==> src/design/sv39_pkg.sv <==
package sv39_pkg;

    // Sv39 geometry
    localparam int unsigned VA_W          = 39;
    localparam int unsigned PA_W          = 56;
    localparam int unsigned PPN_W         = 44;
    localparam int unsigned VPN_SEG_W     = 9;
    localparam int unsigned PAGE_OFFSET_W = 12;
    localparam int unsigned PTE_W         = 64;

    // Address and tag types
    typedef logic [VA_W-1:0]        vaddr_t;
    typedef logic [PA_W-1:0]        paddr_t;
    typedef logic [PPN_W-1:0]       ppn_t;
    typedef logic [3*VPN_SEG_W-1:0] vpn_t;
    typedef logic [19:0]            pscid_t;
    typedef logic [11:0]            cause_t;

    // Fault causes reported with the error pulse
    localparam cause_t CAUSE_LOAD_PF    = 12'd13;
    localparam cause_t CAUSE_STORE_PF   = 12'd15;
    localparam cause_t CAUSE_PT_CORRUPT = 12'd274;

    // PTE layout, bits 63:54 are split into reserved and pbmt
    // Neither is implemented, so both count as reserved
    typedef struct packed {
        logic [7:0] reserved;
        logic [1:0] pbmt;
        ppn_t       ppn;
        logic [1:0] rsw;
        logic       d;
        logic       a;
        logic       g;
        logic       u;
        logic       x;
        logic       w;
        logic       r;
        logic       v;
    } pte_t;

    // Walk level, LVL1 is the root table
    typedef enum logic [1:0] {
        LVL1,
        LVL2,
        LVL3
    } ptw_level_e;

    // Outcome of one PTE check
    typedef enum logic [1:0] {
        PTE_NEXT,
        PTE_LEAF,
        PTE_FAULT
    } pte_kind_e;

    typedef struct packed {
        logic   valid;
        vaddr_t iova;
        pscid_t pscid;
        logic   is_store;
    } walk_req_t;

    typedef struct packed {
        vaddr_t iova;
        pscid_t pscid;
        logic   is_store;
    } walk_ctx_t;

    typedef struct packed {
        logic   valid;
        vpn_t   vpn;
        pscid_t pscid;
        logic   is_2m;
        logic   is_1g;
        pte_t   pte;
    } iotlb_update_t;

    typedef struct packed {
        logic   valid;
        cause_t cause;
    } walk_err_t;

endpackage

==> src/design/axil_pkg.sv <==
package axil_pkg;

    // Read data bus carries one PTE per beat
    localparam int unsigned AXIL_DATA_W = 64;

    typedef logic [1:0] axil_resp_t;

    localparam axil_resp_t RESP_OKAY   = 2'b00;
    localparam axil_resp_t RESP_SLVERR = 2'b10;

    // Read address channel, driven by the walker
    typedef struct packed {
        logic            valid;
        sv39_pkg::paddr_t addr;
        logic [2:0]      prot;
    } axil_ar_t;

    // Read data channel, driven by memory
    typedef struct packed {
        logic                   valid;
        logic [AXIL_DATA_W-1:0] data;
        axil_resp_t             resp;
    } axil_r_t;

endpackage

==> src/design/ptw_pte_check.sv <==
`timescale 1ns/1ps

module ptw_pte_check import sv39_pkg::*; (
    input  pte_t       pte_i,
    input  ptw_level_e level_i,
    input  logic       is_store_i,
    output pte_kind_e  kind_o
);

    logic is_leaf;
    logic bad_enc;
    logic bad_rsvd;
    logic bad_next;
    logic misaligned;
    logic bad_leaf;

    // Leaf when any of R or X is set
    assign is_leaf = pte_i.r | pte_i.x;

    // Invalid entry or the reserved W-only encoding
    assign bad_enc = !pte_i.v || (pte_i.w && !pte_i.r);

    // Bits 63:54 must be zero
    assign bad_rsvd = (|pte_i.reserved) || (|pte_i.pbmt);

    // Pointer PTEs keep A, D and U clear
    // and cannot appear below the last level
    assign bad_next = pte_i.a || pte_i.d || pte_i.u || (level_i == LVL3);

    // Superpage ppn must be aligned to the page size
    always_comb begin
        misaligned = 1'b0;
        if (level_i == LVL1) begin
            misaligned = |pte_i.ppn[2*VPN_SEG_W-1:0];
        end else if (level_i == LVL2) begin
            misaligned = |pte_i.ppn[VPN_SEG_W-1:0];
        end
    end

    // No hardware A/D update, so a clear A or a clean page on a store faults
    // Execute-only leaves fault too, every IOMMU access reads
    assign bad_leaf = misaligned || !pte_i.a || !pte_i.r || (is_store_i && !pte_i.d);

    always_comb begin
        if (bad_enc || bad_rsvd) begin
            kind_o = PTE_FAULT;
        end else if (is_leaf) begin
            kind_o = bad_leaf ? PTE_FAULT : PTE_LEAF;
        end else begin
            kind_o = bad_next ? PTE_FAULT : PTE_NEXT;
        end
    end

endmodule

==> src/design/ptw_walk_fsm.sv <==
`timescale 1ns/1ps

module ptw_walk_fsm import sv39_pkg::*; import axil_pkg::*; (
    input  logic       clk_i,
    input  logic       rst_ni,
    input  walk_req_t  walk_req_i,
    input  ppn_t       satp_ppn_i,
    output axil_ar_t   ar_o,
    input  logic       ar_ready_i,
    input  axil_r_t    r_i,
    output logic       r_ready_o,
    input  pte_kind_e  kind_i,
    output walk_ctx_t  ctx_o,
    output ptw_level_e level_o,
    output logic       start_o,
    output logic       pte_seen_o,
    output logic       bus_err_o,
    output logic       leaf_done_o,
    output logic       err_valid_o,
    output logic       active_o
);

    typedef enum logic [1:0] {
        IDLE,
        WAIT_GRANT,
        PTE_LOOKUP,
        PROPAGATE_ERROR
    } state_e;

    state_e     state_q, state_n;
    ptw_level_e level_q, level_n;
    walk_ctx_t  ctx_q, ctx_n;
    paddr_t     pptr_q, pptr_n;

    pte_t pte;
    logic r_fire;
    logic resp_ok;

    // Picks VPN[idx] out of an IO virtual address
    function automatic logic [VPN_SEG_W-1:0] vpn_seg(vaddr_t va, logic [1:0] idx);
        logic [VPN_SEG_W-1:0] seg;
        seg = va[PAGE_OFFSET_W + idx * VPN_SEG_W +: VPN_SEG_W];
        return seg;
    endfunction

    assign pte     = pte_t'(r_i.data[PTE_W-1:0]);
    assign r_fire  = r_ready_o && r_i.valid;
    assign resp_ok = (r_i.resp == RESP_OKAY);

    // AR channel driven straight from the registered pointer
    assign ar_o.valid = (state_q == WAIT_GRANT);
    assign ar_o.addr  = pptr_q;
    assign ar_o.prot  = 3'b000;

    // Always ready while waiting for the PTE
    assign r_ready_o = (state_q == PTE_LOOKUP);

    // Events for the result block
    assign start_o     = (state_q == IDLE) && walk_req_i.valid;
    assign pte_seen_o  = r_fire && resp_ok;
    assign bus_err_o   = r_fire && !resp_ok;
    assign leaf_done_o = pte_seen_o && (kind_i == PTE_LEAF);
    assign err_valid_o = (state_q == PROPAGATE_ERROR);
    assign active_o    = (state_q != IDLE);

    assign ctx_o   = ctx_q;
    assign level_o = level_q;

    always_comb begin
        logic [1:0] next_idx;
        state_n  = state_q;
        level_n  = level_q;
        ctx_n    = ctx_q;
        pptr_n   = pptr_q;
        // Segment that indexes the next table
        next_idx = (level_q == LVL1) ? 2'd1 : 2'd0;
        unique case (state_q)
            IDLE: begin
                if (walk_req_i.valid) begin
                    ctx_n.iova     = walk_req_i.iova;
                    ctx_n.pscid    = walk_req_i.pscid;
                    ctx_n.is_store = walk_req_i.is_store;
                    level_n        = LVL1;
                    // Root table from satp with 8-byte PTEs
                    pptr_n  = {satp_ppn_i, vpn_seg(walk_req_i.iova, 2'd2), 3'b000};
                    state_n = WAIT_GRANT;
                end
            end
            WAIT_GRANT: begin
                if (ar_ready_i) begin
                    state_n = PTE_LOOKUP;
                end
            end
            PTE_LOOKUP: begin
                if (r_fire) begin
                    if (!resp_ok) begin
                        // Bus error wins over any PTE check
                        state_n = PROPAGATE_ERROR;
                    end else begin
                        unique case (kind_i)
                            PTE_NEXT: begin
                                level_n = (level_q == LVL1) ? LVL2 : LVL3;
                                pptr_n  = {pte.ppn, vpn_seg(ctx_q.iova, next_idx), 3'b000};
                                state_n = WAIT_GRANT;
                            end
                            PTE_LEAF: begin
                                state_n = IDLE;
                            end
                            default: begin
                                state_n = PROPAGATE_ERROR;
                            end
                        endcase
                    end
                end
            end
            PROPAGATE_ERROR: begin
                // One-cycle error pulse before going idle
                state_n = IDLE;
            end
            default: begin
                state_n = IDLE;
            end
        endcase
    end

    always_ff @(posedge clk_i or negedge rst_ni) begin
        if (!rst_ni) begin
            state_q <= IDLE;
            level_q <= LVL1;
        end else begin
            state_q <= state_n;
            level_q <= level_n;
        end
    end

    // Walk payload
    always_ff @(posedge clk_i) begin
        ctx_q  <= ctx_n;
        pptr_q <= pptr_n;
    end

    // Read data only arrives for the one outstanding AR
    r_resp_a: assert property (@(posedge clk_i) disable iff (!rst_ni)
        r_i.valid |-> (state_q == PTE_LOOKUP));

    // The checker never lets a pointer PTE through at the last level
    last_level_a: assert property (@(posedge clk_i) disable iff (!rst_ni)
        pte_seen_o && (level_q == LVL3) |-> (kind_i != PTE_NEXT));

endmodule

==> src/design/ptw_result.sv <==
`timescale 1ns/1ps

module ptw_result import sv39_pkg::*; (
    input  logic          clk_i,
    input  logic          rst_ni,
    input  walk_ctx_t     ctx_i,
    input  ptw_level_e    level_i,
    input  pte_t          pte_i,
    input  logic          start_i,
    input  logic          pte_seen_i,
    input  logic          bus_err_i,
    input  logic          leaf_done_i,
    input  logic          err_valid_i,
    output iotlb_update_t iotlb_up_o,
    output walk_err_t     walk_err_o
);

    logic   global_q;
    cause_t cause_q;

    // Global mapping sticks once any PTE of the walk has G set
    always_ff @(posedge clk_i or negedge rst_ni) begin
        if (!rst_ni) begin
            global_q <= 1'b0;
        end else if (start_i) begin
            global_q <= 1'b0;
        end else if (pte_seen_i && pte_i.g) begin
            global_q <= 1'b1;
        end
    end

    // Cause latched on each R handshake and read in the error cycle
    always_ff @(posedge clk_i or negedge rst_ni) begin
        if (!rst_ni) begin
            cause_q <= '0;
        end else if (bus_err_i) begin
            cause_q <= CAUSE_PT_CORRUPT;
        end else if (pte_seen_i) begin
            cause_q <= ctx_i.is_store ? CAUSE_STORE_PF : CAUSE_LOAD_PF;
        end
    end

    // IOTLB entry built from the leaf on the bus
    always_comb begin
        iotlb_up_o.valid = leaf_done_i;
        iotlb_up_o.vpn   = ctx_i.iova[VA_W-1:PAGE_OFFSET_W];
        iotlb_up_o.pscid = ctx_i.pscid;
        // Leaf level gives the page size
        iotlb_up_o.is_1g = (level_i == LVL1);
        iotlb_up_o.is_2m = (level_i == LVL2);
        iotlb_up_o.pte   = pte_i;
        iotlb_up_o.pte.g = pte_i.g | global_q;
    end

    assign walk_err_o.valid = err_valid_i;
    assign walk_err_o.cause = cause_q;

    // A superpage update always carries a ppn aligned to its size
    up_align_a: assert property (@(posedge clk_i) disable iff (!rst_ni)
        iotlb_up_o.valid |-> !(iotlb_up_o.is_1g && (|iotlb_up_o.pte.ppn[2*VPN_SEG_W-1:0]))
            && !(iotlb_up_o.is_2m && (|iotlb_up_o.pte.ppn[VPN_SEG_W-1:0])));

endmodule

==> src/design/ptw_sv39.sv <==
`timescale 1ns/1ps

module ptw_sv39 import sv39_pkg::*; import axil_pkg::*; (
    input  logic          clk_i,
    input  logic          rst_ni,
    input  walk_req_t     walk_req_i,
    input  ppn_t          satp_ppn_i,
    output logic          ptw_active_o,
    output axil_ar_t      ar_o,
    input  logic          ar_ready_i,
    input  axil_r_t       r_i,
    output logic          r_ready_o,
    output iotlb_update_t iotlb_up_o,
    output walk_err_t     walk_err_o
);

    pte_t       pte;
    pte_kind_e  kind;
    walk_ctx_t  ctx;
    ptw_level_e level;
    logic       start;
    logic       pte_seen;
    logic       bus_err;
    logic       leaf_done;
    logic       err_valid;

    // Read data seen as a PTE
    assign pte = pte_t'(r_i.data[PTE_W-1:0]);

    ptw_walk_fsm u_walk_fsm (
        .clk_i       (clk_i),
        .rst_ni      (rst_ni),
        .walk_req_i  (walk_req_i),
        .satp_ppn_i  (satp_ppn_i),
        .ar_o        (ar_o),
        .ar_ready_i  (ar_ready_i),
        .r_i         (r_i),
        .r_ready_o   (r_ready_o),
        .kind_i      (kind),
        .ctx_o       (ctx),
        .level_o     (level),
        .start_o     (start),
        .pte_seen_o  (pte_seen),
        .bus_err_o   (bus_err),
        .leaf_done_o (leaf_done),
        .err_valid_o (err_valid),
        .active_o    (ptw_active_o)
    );

    ptw_pte_check u_pte_check (
        .pte_i      (pte),
        .level_i    (level),
        .is_store_i (ctx.is_store),
        .kind_o     (kind)
    );

    ptw_result u_result (
        .clk_i       (clk_i),
        .rst_ni      (rst_ni),
        .ctx_i       (ctx),
        .level_i     (level),
        .pte_i       (pte),
        .start_i     (start),
        .pte_seen_i  (pte_seen),
        .bus_err_i   (bus_err),
        .leaf_done_i (leaf_done),
        .err_valid_i (err_valid),
        .iotlb_up_o  (iotlb_up_o),
        .walk_err_o  (walk_err_o)
    );

endmodule

==> config.mk <==
export PLATFORM = sky130hd
export DESIGN_NAME = ptw_sv39
export DESIGN_NICKNAME = d
export VERILOG_FILES = /design/src/design/sv39_pkg.sv /design/src/design/axil_pkg.sv /design/src/design/ptw_pte_check.sv /design/src/design/ptw_walk_fsm.sv /design/src/design/ptw_result.sv /design/src/design/ptw_sv39.sv
export SDC_FILE = /design/constraint.sdc
export NUM_CORES = 1
export LEC_CHECK = 0
export ABC_AREA = 0
export BUFFER_PORTS_ARGS = -buffer_cell sky130_fd_sc_hd__clkbuf_2
export CORE_AREA = 2 2 143 145
export DETAILED_ROUTE_END_ITERATION = 10
export DIE_AREA = 0 0 145 147
export GPL_TIMING_DRIVEN = 0
export PLACE_DENSITY = 0.61
export SYNTH_ARGS = -nofsm -noshare
export SYNTH_HDL_FRONTEND = slang
export SYNTH_SLANG_ARGS = --single-unit
==> constraint.sdc <==
create_clock -name clk_i -period 4.4 [get_ports clk_i]
set_clock_uncertainty 0.2 [all_clocks]
set_input_delay 0.66 -clock clk_i [delete_from_list [all_inputs] [get_ports clk_i]]
set_output_delay 0.66 -clock clk_i [all_outputs]
set_load 0.02 [all_outputs]
Word level (Yosys, flattened, before mapping)
Cells that the tools add are included.
{"block": "op_classes", "n_eq_ne": 11, "multipliers": 1, "shift": 1, "reduce_logical": 37, "add_sub_neg": 1, "n_mux": 29, "n_bitwise": 2}
{"cell": "$mux 56", "n": 4}
{"cell": "$pmux 56 s2", "n": 1}
{"cell": "$shiftx 39x33->9", "n": 1}
{"cell": "$mux 2", "n": 14}
{"cell": "$mux 12", "n": 2}
{"cell": "$reduce_or 18->1", "n": 1}
{"cell": "$logic_or 1x1->1", "n": 9}
{"cell": "$reduce_or 9->1", "n": 1}
{"cell": "$logic_and 1x1->1", "n": 8}
{"cell": "$logic_not 2->1", "n": 4}
{"cell": "$ne 2x2->1 const B", "n": 4}
{"cell": "$pmux 2 s2", "n": 2}
{"cell": "$pmux 2 s4", "n": 1}
{"cell": "$reduce_bool 2->1", "n": 4}
{"cell": "$reduce_or 8->1", "n": 1}
{"cell": "$add 4x6->7 const A", "n": 1}
{"cell": "$eq 2x1->1 const B", "n": 3}
{"cell": "$eq 2x2->1 const B", "n": 3}
{"cell": "$mul 2x4->6 const B", "n": 1}
{"cell": "$logic_not 1->1", "n": 5}
{"cell": "$mux 1", "n": 5}
{"cell": "$reduce_and 5->1", "n": 1}
{"cell": "$reduce_and 3->1", "n": 1}
{"cell": "$ne 2x1->1 const B", "n": 1}
{"cell": "3 further kinds", "n": 4}
{"block": "totals", "word_cells": 90, "register_bits": 133, "out_inout_bits": 189, "inputBits": 175}

Longest topological paths before layout
{"block": "depth", "ltp_word": 14, "depth_mapped": 7, "depth_no_buf": 6}

Cells and area by module
From an unflattened synthesis, not the netlist that was laid out.
{"block": "hier_totals", "cells_unflattened": 384, "area_unflattened_um2": 5652.9}
{"mod": "ptw_walk_fsm", "seq_area_each_um2": 3493.4, "cells_per_inst": 227, "instances": 1, "area_each_um2": 4443.0}
{"mod": "ptw_result", "seq_area_each_um2": 100.1, "cells_per_inst": 137, "instances": 1, "area_each_um2": 1071.0}
{"mod": "ptw_pte_check", "seq_area_each_um2": 0.0, "cells_per_inst": 20, "instances": 1, "area_each_um2": 138.9}

Worst setup path before layout
Ideal clock, no wire load.
{"block": "synth_path", "path_kind": "register to register", "startpoint": "reg u_walk_fsm.state_q[0]", "endpoint": "reg u_walk_fsm.pptr_q[10], enable pin", "arrival_time_ps": 3877, "setup_time_ps": 388, "path_buffers": 0, "path_stages_with_launch": 4, "required_time_ps": 3812, "period_less_slack_ps": 4465, "path_slack_ps": -65, "path_cell_list": "dfrtp_1 > or2_2 > nor2_1 > or2_2"}
{"block": "synth_via", "elab_chain_cells": 4, "elab_cells_between_ends": 9, "classes_between": "5 x eq/ne; 4 x reduce/logical"}
{"element": "from (decl)", "line": "ptw_walk_fsm.sv:30", "source": "state_e state_q, state_n;"}
{"element": "from (signal assigned)", "line": "ptw_walk_fsm.sv:131", "source": "state_q <= state_n;"}
{"element": "$eq 2x2->1", "line": "ptw_walk_fsm.sv:56, ptw_walk_fsm.sv:77"}
{"element": "$logic_and 1x1->1", "line": "ptw_walk_fsm.sv:47", "source": "assign r_fire = r_ready_o && r_i.valid;"}
{"element": "$ne 2x2->1 (no source line)"}
{"element": "$reduce_and 5->1 (no source line) (*)"}
{"element": "to (signal assigned)", "line": "ptw_walk_fsm.sv:139", "source": "pptr_q <= pptr_n;"}
{"element": "to (decl)", "line": "ptw_walk_fsm.sv:33", "source": "paddr_t pptr_q, pptr_n;"}
Mark *: on every way between the ends. The rest lies on a longest branch, timed or not.
A chain may end at the register's enable or synchronous reset.

Worst setup path in the final report
{"block": "layout_path", "startpoint": "in r_i[24] in the netlist's numbering", "endpoint": "out iotlb_up_o[113] in the netlist's numbering"}
{"block": "layout_via", "elab_chain_cells": 10}
{"element": "from (decl)", "line": "ptw_sv39.sv:11", "source": "input axil_r_t r_i,"}
{"element": "$reduce_or 18->1", "line": "ptw_pte_check.sv:34", "source": "misaligned = |pte_i.ppn[2*VPN_SEG_W-1:0];"}
{"element": "$mux 1", "line": "ptw_pte_check.sv:33", "source": "if (level_i == LVL1) begin"}
{"element": "$logic_or 1x1->1 (3 in a row)", "line": "ptw_pte_check.sv:42", "source": "assign bad_leaf = misaligned || !pte_i.a || !pte_i.r || (is_store_i && !pte_i.d);"}
{"element": "$mux 2", "line": "ptw_pte_check.sv:48", "source": "kind_o = bad_leaf ? PTE_FAULT : PTE_LEAF;"}
{"element": "$mux 2", "line": "ptw_pte_check.sv:47", "source": "end else if (is_leaf) begin"}
{"element": "$mux 2", "line": "ptw_pte_check.sv:45", "source": "if (bad_enc || bad_rsvd) begin"}
{"element": "$eq 2x1->1", "line": "ptw_walk_fsm.sv:62", "source": "assign leaf_done_o = pte_seen_o && (kind_i == PTE_LEAF);"}
{"element": "$logic_and 1x1->1", "line": "ptw_walk_fsm.sv:62"}
{"element": "to (decl)", "line": "ptw_sv39.sv:13", "source": "output iotlb_update_t iotlb_up_o,"}
Every way passes these cells.

==> key figures <==
Place
  • Detailed Place HPWL: 11.1 mm
  • Placed Area: 0.00697 mm²
  • Port Buffers: 337
  • Post-Place Worst Slack: 1.01 ns
  • RePlAce Congestion: 0.772

Yosys
  • Post-synth EDFFs: 101
  • Synth Flop Type: edfxtp_1
  • YS warnings: 0
  • Seq/Total Area, Yosys: 0.664
  • Mapped Avg Cell Area: 15.0 µm²
  • #FFs+latches synth: 109
  • Asr flop ratio synth: 0.0734
  • Synth Instances: 324
  • Netlist cell types: 36
  • Syn Std Cell Area: 0.00487 mm²

Global route
  • GRT Resource Usage Total: 0.129
  • Largest net degree at the start of global routing: 55
  • Initial antenna violation count: 0
  • Vias in the first global route: 3800
  • Wire length of the first global-routing pass: 20.9 mm
  • GR Overflow Total: 0

Setup path
  • Maximum fanout along the worst path: 3
  • Crit path kind: in -> out
  • Worst setup SP type: input port
  • R2R depth: 6
  • RR Endpoint: u_walk_fsm.pptr_q[16]
  • Reg-to-reg startpoint: u_walk_fsm.state_q[0]
  • CP Capture Type: primary output
  • Critical Path RT: 3.54 ns
  • Crit path DAT: 2.46 ns
  • Flop2flop setup slack: 1.75 ns

Clocking
  • TritonCTS clock tree: built
  • Number of H-tree levels: 3
  • Clk_lat worst skew: 0.36 ns
  • Clock Tree Buf Depth: 2
  • Clock slew seen by the registers of the worst setup and hold paths: 0.08 ns
  • Clock Sinks: 109
  • Total CTS buffers: 9
  • CTS Hold Buffers Added: 1
  • Clk root buf: clkbuf_16
  • Setup Buffers After CTS: 0
  • CTS resizes: 0

STA
  • Unrepaired setup endpoints after global routing: no
  • Max-slew violations: 0
  • Final critical-path share of the clock period: 0.755
  • Max-slew headroom: 0.456
  • Final hold vios: 0
  • Final Critical Period: 3.32 ns
  • Final worst slack: 1.08 ns
  • Tightest Pin Transition: 0.816 ns
  • Setup Viol. Count Final: 0
  • Max Clk Rate: 301 MHz
  • Worst hold slack: 0.275 ns

Status
  • Outcome: finished, final reports clean

Route
  • Met1 WL: 5.56 mm
  • DRT Wirelength: 13.9 mm
  • Vias: 3798
  • DRT Pass-1 Iters: 4
  • DRC: 0
  • Met3 wire len: 1.23 mm
  • Starting DRT DRC Count: 131
  • Vias per inst: 3.96
  • Metal2 WL: 6.90 mm
  • DR WL/cell: 14.5 µm
  • Antenna viol nets, final: 0
  • Uppermost layer routed: met4

Hold path
  • Hold Path Class: in -> reg
  • Hold wc startpoint: walk_req_i[13]
  • Hold EP: u_walk_fsm.ctx_o[13]
  • Hold path cells: 1

Final layout
  • ANT cells: 0
  • Register Area: 0.00323 mm²
  • Commonest non-fill, non-tap cell in the layout: clkbuf_2
  • Design area: 0.00729 mm²
  • Most frequent cells in the layout: 337 x clkbuf_2, 101 x edfxtp_1, 80 x buf_4
  • Layout cell share with drive strength beyond 1: 0.665
  • Multi-input logic area: 0.00102 mm²
  • Layout area overhead: 49.6%
  • FILL cells: 1952
  • Nets@finish: 860

Die
  • Initial Util: 0.246
  • CORE AREA: 0.0198 mm²
  • Die footprint: 0.0213 mm²
  • Die outline height: 147 µm
  • IO Pins: 364
  • Die Wd: 145 µm
  • Placement Rows: 52

Pwr
  • Power Density: 505 mW/mm²
  • Maximum vdd drop: 0.228 mV
  • Leak pwr: 3.48 nW

Run
  • Max cap viols: 0
==> flip-flops by register name (all words and copies together), names as in the netlist <==
| name | flops |
|---|---|
| u_result.cause_q | 3 |
| u_result.global_q | 1 |
| u_walk_fsm.ctx_o | 48 |
| u_walk_fsm.level_o | 2 |
| u_walk_fsm.pptr_q | 53 |
| u_walk_fsm.state_q | 2 |
==> how the worst max path moves through the flow <==
stage,start,endpoint,slack [ns],cells after the start
after floorplan,u_walk_fsm.state_q[0],u_walk_fsm.pptr_q[10],0.81,3
after global placement,walk_req_i[60],u_walk_fsm.pptr_q[20],-0.22,4
after detailed placement,r_i[24],iotlb_up_o[113],1.01,7
after CTS,r_i[24],iotlb_up_o[113],1.01,7
after global routing,r_i[24],iotlb_up_o[113],0.93,7
final,r_i[24],iotlb_up_o[113],1.08,7
==> critical path, cell delays in order <==
cell and delay (ns):
clkbuf_2 0.10, nor4_1 0.38, nand3_1 0.25, a2111o_1 0.50, nor3_1 0.25, buf_4 0.15, clkbuf_2 0.17
==> area by class of cell <==
class | instances | share of cell area
sequential | 109 | 0.444
timing repair buffer | 339 | 0.236
multi-input combinational | 134 | 0.140
buffer | 88 | 0.0884
tap | 270 | 0.0464
clock buffer | 9 | 0.0309
clock inverter | 7 | 0.0117
inverter | 4 | 0.00309
==> metal layers <==
metal | global-route usage | vias to the layer above
met3 | 0.0457 | 12
met1 | 0.152 | 1759
met2 | 0.220 | 208
li1 | - | 1819
met5 | 0 | -
met4 | 0.0396 | 0
==> cells in the mapped netlist, types with 2 or more instances <==
cell	count	area share
o21ai_0	11	0.011
mux2_1	34	0.079
buf_4	80	0.12
a21oi_1	3	0.0031
buf_2	5	0.0051
nand2_1	13	0.010
inv_1	3	0.0023
mux2i_1	9	0.018
nor3_1	5	0.0051
nor2_1	11	0.0085
nand3_2	2	0.0041
edfxtp_1	101	0.62
mux2_2	10	0.023
clkbuf_1	2	0.0015
nand2b_1	2	0.0026
dfrtp_1	8	0.041
or2_2	3	0.0039
nor4_1	4	0.0051
==> report_power, final <==
part | total [mW] | internal (mW) | leakage (nW) | switching (mW)
clock | 0.841 | 0.410 | 0.147 | 0.431
sequential | 1.53 | 1.46 | 1.04 | 0.0775
combinational | 1.31 | 0.473 | 2.30 | 0.835
total | 3.68 | 2.34 | 3.48 | 1.34
==> metrics by stage <==
step / total power, mW / std cells / util / TNS [ns]
finish: 3.68 / 960 / 0.367 / 0
global route: 3.89 / 960 / 0.367 / 0
CTS: 3.75 / 960 / 0.367 / 0
detailed placement: 2.90 / 943 / 0.351 / 0
global placement: 2.88 / 942 / 0.350 / -11.65
floorplan: 2.38 / 335 / - / 0
==> logic make-up (layout without fill, tap and decap cells) <==
group           after synthesis  after routing  synth area share
other cells                   1             12          0.000770
compound gates               23             23            0.0285
mux                          53             53             0.120
simple gates                 46             46            0.0501
buf+inv                      92            447             0.137
flops                       109            109             0.664
Power figures use the tool's default switching activity.
